## src/hdl/noc_cfg.svh

```systemverilog
`ifndef NOC_CFG_SVH
`define NOC_CFG_SVH

// Mesh geometry
// ------------------------------
`define NOC_X_NODES    4  // Routers along X
`define NOC_Y_NODES    4  // Routers along Y
`define NOC_COORD_W    2  // Bits per coordinate, covers both axes

// Packet and buffering
// ------------------------------
`define NOC_PAYLOAD_W  16 // Data bits carried per packet
`define NOC_FIFO_DEPTH 4  // Entries per input queue

// Router ports: core, north, east, south, west
`define NOC_PORTS      5

`endif

```

## src/hdl/noc_pkg.sv

```systemverilog
`include "noc_cfg.svh"

// Packet format shared by queues, crossbar and the links
package noc_pkg;

  // Flat packed layout, 23 bits with the default config
  // ------------------------------
  typedef struct packed {
    logic [`NOC_COORD_W-1:0]   dest_x;   // Destination column
    logic [`NOC_COORD_W-1:0]   dest_y;   // Destination row
    logic [2:0]                src_port; // Tag from the sender, carried untouched
    logic [`NOC_PAYLOAD_W-1:0] payload;  // User data
  } packet_t;

  // The router only looks at dest_x/dest_y.
  // src_port lets a checker tell which input a packet came from,
  // e.g. to confirm round-robin order on a shared output.

endpackage

```

## src/hdl/route_pkg.sv

```systemverilog
`include "noc_cfg.svh"

// Port naming and request/grant vectors
package route_pkg;

  // Bit positions inside a port set
  // ------------------------------
  localparam int PORT_CORE  = 0; // Local tile
  localparam int PORT_NORTH = 1; // Toward larger y
  localparam int PORT_EAST  = 2; // Toward larger x
  localparam int PORT_SOUTH = 3; // Toward smaller y
  localparam int PORT_WEST  = 4; // Toward smaller x

  // One bit per router port, one-hot for a route request,
  // zero when nothing is requested or granted
  typedef logic [`NOC_PORTS-1:0] port_set_t;

endpackage

```

## src/hdl/crossbar_switch.sv

```systemverilog
`include "noc_cfg.svh"

// One-hot crossbar, also makes output valids and queue dequeues
module crossbar_switch import noc_pkg::*, route_pkg::*; (
  input  port_set_t [`NOC_PORTS-1:0] i_sel,      // Grants, [output][input]
  input  packet_t   [`NOC_PORTS-1:0] i_data,     // Queue heads
  output packet_t   [`NOC_PORTS-1:0] o_data,     // To downstream
  output port_set_t                  o_data_val, // Strobe per output
  output port_set_t                  o_rd_en     // Dequeue per input
);

  localparam int N = `NOC_PORTS;

  port_set_t [N-1:0] sel_by_in;  // Transposed grants, [input][output]

  // Data path
  // ------------------------------
  always_comb begin
    for (int o = 0; o < N; o++) begin
      o_data[o] = '0;                     // Idle output drives zero
      for (int i = 0; i < N; i++) begin
        if (i_sel[o][i]) begin
          o_data[o] = i_data[i];
        end
      end
    end
  end

  // Valids and read enables
  // ------------------------------
  always_comb begin
    for (int o = 0; o < N; o++) begin
      o_data_val[o] = |i_sel[o];          // Granted output is valid
      for (int i = 0; i < N; i++) begin
        sel_by_in[i][o] = i_sel[o][i];
      end
    end
    for (int i = 0; i < N; i++) begin
      o_rd_en[i] = |sel_by_in[i];         // Pop when any output took it
    end
  end

  // One head cannot go to two outputs, a single read would lose a copy
  always_comb begin
    for (int i = 0; i < N; i++) begin
      a_single_dest: assert ($onehot0(sel_by_in[i]))
        else $error("crossbar input %0d granted twice", i);
    end
  end

endmodule

```

## src/hdl/input_fifo.sv

```systemverilog
`include "noc_cfg.svh"

// Show-ahead input queue with the head entry always on o_data
module input_fifo import noc_pkg::*; (
  input  logic    clk,
  input  logic    reset_n,

  // Upstream side
  input  packet_t i_data,     // Packet from sender
  input  logic    i_data_val, // Sender has a packet
  output logic    o_en,       // Free entry, sender may write

  // Toward route calc and crossbar
  output packet_t o_data,     // Head packet
  output logic    o_data_val, // Head is valid
  input  logic    i_en        // Head taken at this edge
);

  localparam int DEPTH = `NOC_FIFO_DEPTH;
  localparam int PTR_W = (DEPTH > 1) ? $clog2(DEPTH) : 1;
  localparam int CNT_W = $clog2(DEPTH + 1);

  localparam logic [PTR_W-1:0] LAST_IDX = PTR_W'(DEPTH - 1);
  localparam logic [CNT_W-1:0] FULL_CNT = CNT_W'(DEPTH);

  packet_t          mem [DEPTH]; // Packet storage
  logic [PTR_W-1:0] wr_ptr;
  logic [PTR_W-1:0] rd_ptr;
  logic [CNT_W-1:0] count;       // Occupancy
  logic             wr;
  logic             rd;

  // Handshake
  // ------------------------------
  assign o_en       = (count != FULL_CNT);   // Low while full even with a read pending
  assign o_data_val = (count != '0);
  assign o_data     = mem[rd_ptr];           // Show-ahead head

  assign wr = i_data_val & o_en;             // Transfer on valid and enable
  assign rd = i_en & o_data_val;

  // Storage write
  always_ff @(posedge clk) begin
    if (wr) begin
      mem[wr_ptr] <= i_data;
    end
  end

  // Pointers and count
  // ------------------------------
  always_ff @(posedge clk) begin
    if (!reset_n) begin
      wr_ptr <= '0;
      rd_ptr <= '0;
      count  <= '0;
    end else begin
      if (wr) begin
        wr_ptr <= (wr_ptr == LAST_IDX) ? '0 : wr_ptr + 1'b1; // Wrap at depth
      end
      if (rd) begin
        rd_ptr <= (rd_ptr == LAST_IDX) ? '0 : rd_ptr + 1'b1;
      end
      case ({wr, rd})
        2'b10:   count <= count + 1'b1;
        2'b01:   count <= count - 1'b1;
        default: count <= count;     // Both or neither
      endcase
    end
  end

  // Checks
  // ------------------------------
  a_count_in_range: assert property (
    @(posedge clk) disable iff (!reset_n) count <= FULL_CNT
  ) else $error("input_fifo occupancy above depth");

  // Crossbar must not dequeue an empty queue
  a_no_read_empty: assert property (
    @(posedge clk) disable iff (!reset_n) i_en |-> o_data_val
  ) else $error("input_fifo read while empty");

endmodule

```

## src/hdl/noc_router.sv

```systemverilog
`include "noc_cfg.svh"

// Input-buffered 5-port mesh router
// Queue -> route calc -> switch control -> crossbar
module noc_router import noc_pkg::*, route_pkg::*; #(
  parameter int X_LOC = 0, // Column in the mesh
  parameter int Y_LOC = 0  // Row in the mesh
) (
  input  logic                       clk,
  input  logic                       reset_n,

  // Upstream links [core, north, east, south, west]
  // ------------------------------
  input  packet_t   [`NOC_PORTS-1:0] i_data,
  input  port_set_t                  i_data_val,
  output port_set_t                  o_en,

  // Downstream links
  // ------------------------------
  output packet_t   [`NOC_PORTS-1:0] o_data,
  output port_set_t                  o_data_val,
  input  port_set_t                  i_en
);

  localparam int N = `NOC_PORTS;

  packet_t   [N-1:0] head_data;    // Queue heads
  port_set_t         head_val;     // Queue not empty
  port_set_t         rd_en;        // Dequeue from crossbar
  port_set_t [N-1:0] output_req;   // [input][output]
  port_set_t [N-1:0] output_grant; // [output][input]

  // Input queues and route calculators, one pair per port
  // ------------------------------
  for (genvar i = 0; i < N; i++) begin : g_in
    input_fifo u_fifo (
      .clk,
      .reset_n,
      .i_data     (i_data[i]),
      .i_data_val (i_data_val[i]),
      .i_en       (rd_en[i]),       // From crossbar
      .o_data     (head_data[i]),
      .o_data_val (head_val[i]),
      .o_en       (o_en[i])         // Back to upstream
    );

    route_calc #(.X_LOC(X_LOC), .Y_LOC(Y_LOC)) u_route (
      .i_dest_x     (head_data[i].dest_x),
      .i_dest_y     (head_data[i].dest_y),
      .i_val        (head_val[i]),
      .o_output_req (output_req[i])
    );
  end

  // Arbitration, gated by downstream enables
  switch_control u_switch_control (
    .clk,
    .reset_n,
    .i_en           (i_en),
    .i_output_req   (output_req),
    .o_output_grant (output_grant)
  );

  // Data crossbar
  crossbar_switch u_crossbar (
    .i_sel      (output_grant),
    .i_data     (head_data),
    .o_data     (o_data),
    .o_data_val (o_data_val),     // Only when i_en is high
    .o_rd_en    (rd_en)
  );

endmodule

```

## src/hdl/route_calc.sv

```systemverilog
`include "noc_cfg.svh"

// Dimension-ordered XY routing, X first then Y
module route_calc import route_pkg::*; #(
  parameter int X_LOC = 0, // Column of this router
  parameter int Y_LOC = 0  // Row of this router
) (
  input  logic [`NOC_COORD_W-1:0] i_dest_x, // Head packet destination
  input  logic [`NOC_COORD_W-1:0] i_dest_y,
  input  logic                    i_val,    // Head present
  output port_set_t               o_output_req
);

  localparam logic [`NOC_COORD_W-1:0] X_POS = `NOC_COORD_W'(X_LOC);
  localparam logic [`NOC_COORD_W-1:0] Y_POS = `NOC_COORD_W'(Y_LOC);

  // Router must sit inside the mesh
  if (X_LOC >= `NOC_X_NODES || Y_LOC >= `NOC_Y_NODES) begin : g_bad_loc
    $error("route_calc location outside the mesh");
  end

  always_comb begin
    o_output_req = '0;
    if (i_val) begin
      if (i_dest_x > X_POS) begin
        o_output_req[PORT_EAST] = 1'b1;         // Resolve X first
      end else if (i_dest_x < X_POS) begin
        o_output_req[PORT_WEST] = 1'b1;
      end else if (i_dest_y > Y_POS) begin
        o_output_req[PORT_NORTH] = 1'b1;        // Same column, go along Y
      end else if (i_dest_y < Y_POS) begin
        o_output_req[PORT_SOUTH] = 1'b1;
      end else begin
        o_output_req[PORT_CORE] = 1'b1;         // Arrived
      end
    end
  end

  // Switch control relies on a single request per head
  always_comb begin
    a_req_onehot: assert (!i_val || $onehot(o_output_req))
      else $error("route_calc request not one-hot");
  end

endmodule

```

## src/hdl/switch_control.sv

```systemverilog
`include "noc_cfg.svh"

// Per-output round-robin arbitration
// Requests arrive per input, grants leave per output
module switch_control import route_pkg::*; (
  input  logic                        clk,
  input  logic                        reset_n,
  input  port_set_t                   i_en,           // Downstream enables, one per output
  input  port_set_t [`NOC_PORTS-1:0]  i_output_req,   // Indexed [input][output]
  output port_set_t [`NOC_PORTS-1:0]  o_output_grant  // Indexed [output][input]
);

  localparam int N    = `NOC_PORTS;
  localparam int PW   = $clog2(N);
  localparam logic [PW-1:0] LAST_IN = PW'(N - 1);

  port_set_t [N-1:0] req_by_out;  // Transposed requests, [output][input]
  logic [PW-1:0]     ptr [N];     // Highest-priority input per output
  logic [PW-1:0]     grant_idx [N];

  // Transpose so each output sees its requesters
  // ------------------------------
  always_comb begin
    for (int o = 0; o < N; o++) begin
      for (int i = 0; i < N; i++) begin
        req_by_out[o][i] = i_output_req[i][o];
      end
    end
  end

  // Arbitration
  // ------------------------------
  always_comb begin
    int  idx;
    logic found;
    idx   = 0;
    found = 1'b0;
    for (int o = 0; o < N; o++) begin
      o_output_grant[o] = '0;
      grant_idx[o]      = '0;
      found             = 1'b0;
      for (int k = 0; k < N; k++) begin
        idx = int'(ptr[o]) + k;               // Search from the pointer
        if (idx >= N) begin
          idx = idx - N;                      // Wrap around
        end
        if (!found && i_en[o] && req_by_out[o][idx]) begin
          o_output_grant[o][idx] = 1'b1;      // First requester wins
          grant_idx[o]           = PW'(idx);
          found                  = 1'b1;
        end
      end
    end
  end

  // Pointer moves one past the winner
  always_ff @(posedge clk) begin
    if (!reset_n) begin
      for (int o = 0; o < N; o++) begin
        ptr[o] <= '0;                         // Input 0 first after reset
      end
    end else begin
      for (int o = 0; o < N; o++) begin
        if (o_output_grant[o] != '0) begin
          ptr[o] <= (grant_idx[o] == LAST_IN) ? '0 : grant_idx[o] + 1'b1;
        end
      end
    end
  end

  // Checks
  // ------------------------------
  for (genvar o = 0; o < N; o++) begin : g_chk
    a_grant_onehot0: assert property (
      @(posedge clk) disable iff (!reset_n) $onehot0(o_output_grant[o])
    ) else $error("switch_control grant %0d not one-hot", o);

    // A grant needs a matching request and a free downstream
    a_grant_legal: assert property (
      @(posedge clk) disable iff (!reset_n)
      (o_output_grant[o] != '0) |->
        (i_en[o] && (o_output_grant[o] & ~req_by_out[o]) == '0)
    ) else $error("switch_control grant %0d without request or enable", o);
  end

endmodule
```

## config.mk

```make
export PLATFORM = sky130hd
export DESIGN_NAME = noc_router
export DESIGN_NICKNAME = d
export VERILOG_FILES = /design/src/hdl/noc_pkg.sv /design/src/hdl/route_pkg.sv /design/src/hdl/crossbar_switch.sv /design/src/hdl/input_fifo.sv /design/src/hdl/noc_router.sv /design/src/hdl/route_calc.sv /design/src/hdl/switch_control.sv
export VERILOG_INCLUDE_DIRS = /design/src /design/src/hdl
export SDC_FILE = /design/constraint.sdc
export NUM_CORES = 1
export LEC_CHECK = 0
export BUFFER_PORTS_ARGS = -buffer_cell sky130_fd_sc_hd__buf_2
export CAP_MARGIN = 10
export CORE_UTILIZATION = 45
export CTS_CLUSTER_DIAMETER = 40
export DETAILED_ROUTE_END_ITERATION = 16
export PLACE_DENSITY_LB_ADDON = 0.3
export SYNTH_ARGS = -nofsm -noshare
export SYNTH_HDL_FRONTEND = slang
export SYNTH_HIERARCHICAL = 1
export SYNTH_SLANG_ARGS = --single-unit
```

## constraint.sdc

```tcl
create_clock -name clk -period 6.78 [get_ports clk]
set_input_delay 1.356 -clock clk [delete_from_list [all_inputs] [get_ports clk]]
set_output_delay 1.356 -clock clk [all_outputs]
set_load 0.05 [all_outputs]
```

== After elaboration in Yosys (flattened, before gate mapping) ==
Memories as Yosys holds them, arrays and structs flattened. A register that Yosys moved wholly into a read port is not among the register bits.
Cells that the tools add are included.
Word-level totals
  output and inout port bits: 125
  memory bits (writable): 475
  bits of input ports: 127
  register bits after elaboration: 35
  memories kept: 6
Cells by class
  muxes and demuxes: 366
  equal/unequal tests: 30
  reduce and logical (&&, ||, !) cells: 115
  magnitude comparators: 95
  add/sub/neg operators: 70
  bitwise logic cells: 35
Memories
  g_in[0].u_fifo.mem: words 4, width 23, read ports 1, clocked after memory_dff 1, wr ports 1, RTL line input_fifo.sv:26  | packet_t mem [DEPTH];
  g_in[1].u_fifo.mem: words 4, width 23, read ports 1, clocked after memory_dff 1, wr ports 1, RTL line input_fifo.sv:26
  g_in[2].u_fifo.mem: words 4, width 23, read ports 1, clocked after memory_dff 1, wr ports 1, RTL line input_fifo.sv:26
  g_in[3].u_fifo.mem: words 4, width 23, read ports 1, clocked after memory_dff 1, wr ports 1, RTL line input_fifo.sv:26
  g_in[4].u_fifo.mem: words 4, width 23, read ports 1, clocked after memory_dff 1, wr ports 1, RTL line input_fifo.sv:26
  u_switch_control.ptr: words 5, width 3, read ports 5, clocked after memory_dff 0, wr ports 5, RTL line switch_control.sv:18  | logic [PW-1:0] ptr [N];
Operator list (number)
  $ge 32x1->1 const B: 25
  $lt 32x5->1 const B: 25
  $mux 32: 25
  $ge 32x4->1 const B: 20
  $sub 32x4->32 const B: 20
  $mux 23: 25
  $mux 1: 161
  $mux 5: 30
  $mux 3: 35
  $or 5x5->5: 20
  $bmux 1 s3: 25
  $demux 1 s3: 25
  $logic_and 1x1->1: 70
  $mux 2: 35
  $reduce_or 5->1: 10
  $add 3x2->4 const B: 10
  $add 3x1->3 const B: 10
  $eq 2x2->1 const B: 15
  $pmux 3 s2: 5
  $reduce_bool 5->1: 5
  $add 2x1->2 const B: 10
  $add 3x1->4 const B: 5
  $add 3x3->4 const B: 5
  $gt 2x1->1 const B: 10
  other kinds (12): 85

== Logic depth before layout (Yosys ltp) ==
  word-level depth: 32
  gate-level depth with buffers: 29
  gate-level depth less buffers: 23

== Cells and area by module ==
The synthesis kept the hierarchy.
Modules (own cells, without submodules)
  input_fifo: times used 5, sequential area each 2942.8 um^2, cells each 176, area an instance 3812.4 um^2
  switch_control: times used 1, sequential area each 450.4 um^2, cells each 1361, area an instance 9421.5 um^2
  crossbar_switch: times used 1, sequential area each 0.0 um^2, cells each 766, area an instance 5032.3 um^2
  route_calc: times used 5, sequential area each 0.0 um^2, cells each 8, area an instance 52.6 um^2

== Least setup slack after synthesis ==
No wires, ideal clock.
  kind: flip-flop to output port
  from: memory u_switch_control/ptr[0][0] in the netlist's numbering
  to: output port o_data[11] in the netlist's numbering
  required time: 5.424 ns
  cell stages (with the launch flop): 22
  path slack: -0.141 ns
  buffers on the path: 6
  data arrival time: 5.565 ns
  path through: edfxtp_1 > buf_2 > inv_1 > buf_1 > ha_1 > inv_1 > ha_1 > a21o_1 > clkbuf_1 > a32o_1 > a222oi_1 > mux2_2 > buf_2 > o2111ai_1 > or2_2 > o31ai_1 > a211oi_1 > inv_1 > buf_2 > clkbuf_1 > a221oi_1 > o31ai_1
RTL lines
  start, declared: RTL line switch_control.sv:18
  end, declared: RTL line noc_router.sv:20  | output packet_t [`NOC_PORTS-1:0] o_data,

==> impl_metrics.yaml <==
grt:
  grt_pass1_vias: 25850
  grt-ovfl-total: 0
  grt_antenna_before_repair: 11
  grt_usage_pct: 28.68
  grt_max_degree: 59
  grt_pass1_wl_um: 164000
route:
  antenna_left: 0
  wl_per_cell_um: 25.69
  routed_via_density: 6.361
  wl_um: 112300
  first_pass_iters: 6
  route.vias.total: 27810
  drc: 0
  drtIter0Drc: 3441
cells_and_area:
  regArea_um2: 15180
  layout_common_cells: "edfxtp_1, a21oi_1, buf_4"
  nFillCells: 6323
  area_growth_pct: 20.19
  final_common_cell: "edfxtp_1"
  multi_input_area_um2: 17740
  drive_above_1_share_pct: 26.55
  fin_nets: 3585
flow_run:
  drv_cap: 0
worst_hold_path:
  hold_class: "register to register"
  hold_path_depth: 2
  hold_path_end: "g_in[1].u_fifo/wr_ptr[1]$_SDFFE_PN0P_"
  hp-start: "g_in[1].u_fifo/wr_ptr[1]$_SDFFE_PN0P_"
yosys:
  synth_edf_count: 475
  synth-async-reset-ratio_pct: 0
  synth.yosys.warnings: 6
  synth_cells: 3047
  ys_ff_latch: 520
  yosysUniqueCellTypes: 109
  ys_dominant_reg_cell: "edfxtp_1"
  synth_top_area_cell: "edfxtp_1"
  ys_top_cells_by_area: "edfxtp_1, mux4_2, a21oi_1"
  syn_area_per_cell_um2: 11.09
  ys_seq_area_share_pct: 44.89
  synth.top_cell.area_share_pct: 42.23
  synthesis.area_um2: 33780
setup_path:
  cp.required_ps: 5420
  worstSetupPathType: "register to primary output"
  critPathCaptureType: "primary output"
  worstPathArrival_ps: 5350
  start_kind: "register"
  slowest_stage: "mux4_2"
  crit_chain: "mux4_2 -> or3b_4 -> nor3_4 -> inv_2 -> or3_1 -> a22oi_2 -> nand2_1 -> or4_1 -> o211ai_1 -> a21o_1 -> nor2b_4 -> a221oi_1 -> o31ai_2 -> buf_2"
  ff2ff_path_depth: 22
  path_max_fanout: 5
  r2r_slack_ps: 980
  cpPeakStageDelay_ps: 590
  regToRegEndpoint: "g_in[4].u_fifo/count[2]$_SDFFE_PN0P_"
sta:
  final-max-slew-violation-count: 0
  finalClockSkew_ps: 23.63
  tns_ps: 0
  min_period_ps: 6705
  finalHoldViolations: 0
  min_period_over_period_pct: 98.90
  setup_viol_count_final: 0
  max_freq_mhz: 149.1
  worst_pin_slew_ps: 1031
  relSlewSlack_pct: 31.01
floorplanning:
  dieArea_um2: 76160
  initial_core_util_pct: 45.45
  chipHeight_um: 276.0
  rows: 100
  ios: 252
  core-area_um2: 74320
  die-width_um: 276.0
clocking:
  clkLatencyLatePin_ps: 630
  cts.sink_count: 520
  cts_buffers: 68
  cts_root_buffer: "clkbuf_16"
  cts_max_path_buffers: 3
  cts_tree: "built"
  clk_pin_slew_ps: 60
  cts_max_level: 3
place:
  place_congestion: 0.9872
  port_buffers: 251
  dp.final_hpwl_um: 81840
run_status:
  status: "complete, no violations"
-- cell families after synthesis --
logic type               after synthesis  synth area share, %
AND/OR/NAND/NOR                      886                15.38
AO/OA/AOI/OAI                        879                17.00
flip-flops                           520                44.89
buffers and inverters                333                4.601
multiplexers                         275                12.65
adder cells (fa/ha/maj)              115                4.482
XOR/XNOR                              34               0.9371
other                                  5              0.05557
-- cell type report --
class	count	area share [%]
diodes	6	0.03698
well taps	969	2.986
flip-flops and latches	520	37.40
multi-input cells	2199	43.69
clock buffers	79	4.367
clock inverters	45	1.208
inverters	114	1.097
repair buffers	440	9.214
-- metrics by stage --
stage               cells  area, um2  utilization, %  worst slack, ps  hold slack [ps]
floorplan            3052      33900               -            108.2            467.7
global placement     4193      37300           50.19            236.3            486.5
detailed placement   4193      37300           50.19            275.0            496.8
CTS                  4325      39790           53.53            3.279            504.1
global route         4368      40590           54.61           -35.18            519.4
finish               4372      40600           54.63            74.70            503.8
-- repair_timing --
item                                    4_1_cts  5_1_grt
hold buffers                                  0        0
buffers inserted                              8       38
pin swaps                                     3       15
resized for setup                            45      129
endpoints found under the setup margin       77      119
cloned                                        0        3
hold endpoints to repair                      0        0
-- cell usage after synthesis (all sizes together), types with 28 or more instances --
master	instances
edfxtp	475
a21oi	371
mux2i	144
nand2	141
buf	137
nor2	135
nand2b	125
mux4	120
inv	109
o21ai	107
ha	105
and3b	95
clkbuf	82
nor2b	77
nor3	63
dfxtp	45
nand3	45
o31ai	43
a22oi	39
or3	34
a221oi	28
and2	28
and3	28
-- routing by layer --
metal  track usage [%]  share of wire (%)  vias to the layer above
met5                 0              0.055                        -
met4             13.69                4.8                       10
met3             5.506                9.6                      256
met2             44.90                 46                     1458
met1             38.35                 39                    13700
li1                  -                  -                    12390
-- registers in the layout, indices dropped and copies added (netlist names), named ones only --
name,flops
g_in.u_fifo/count,15
g_in.u_fifo/rd_ptr,10
g_in.u_fifo/mem,460
g_in.u_fifo/wr_ptr,10
u_switch_control/ptr,15
-- worst max-delay path by stage --
stage               depth (start not counted)  slack [ps]         end
floorplan                                  20         110  o_data[22]
global route                               16         -40  o_data[33]
CTS                                        16           3  o_data[35]
detailed placement                         15         280   o_data[2]
global placement                           16         240  o_data[35]
finish                                     14          70  o_data[19]
-- critical path: cells and delay by family (launching register included) --
family	cells	cell delay, ps
AND/OR/NAND/NOR	6	2060
AO/OA/AOI/OAI	5	1250
multiplexers	1	590
buffers and inverters	2	450
flip-flops	1	390
Power is not shown: default switching activity piles up to over one toggle a cycle in this logic, so the estimate is an artifact.
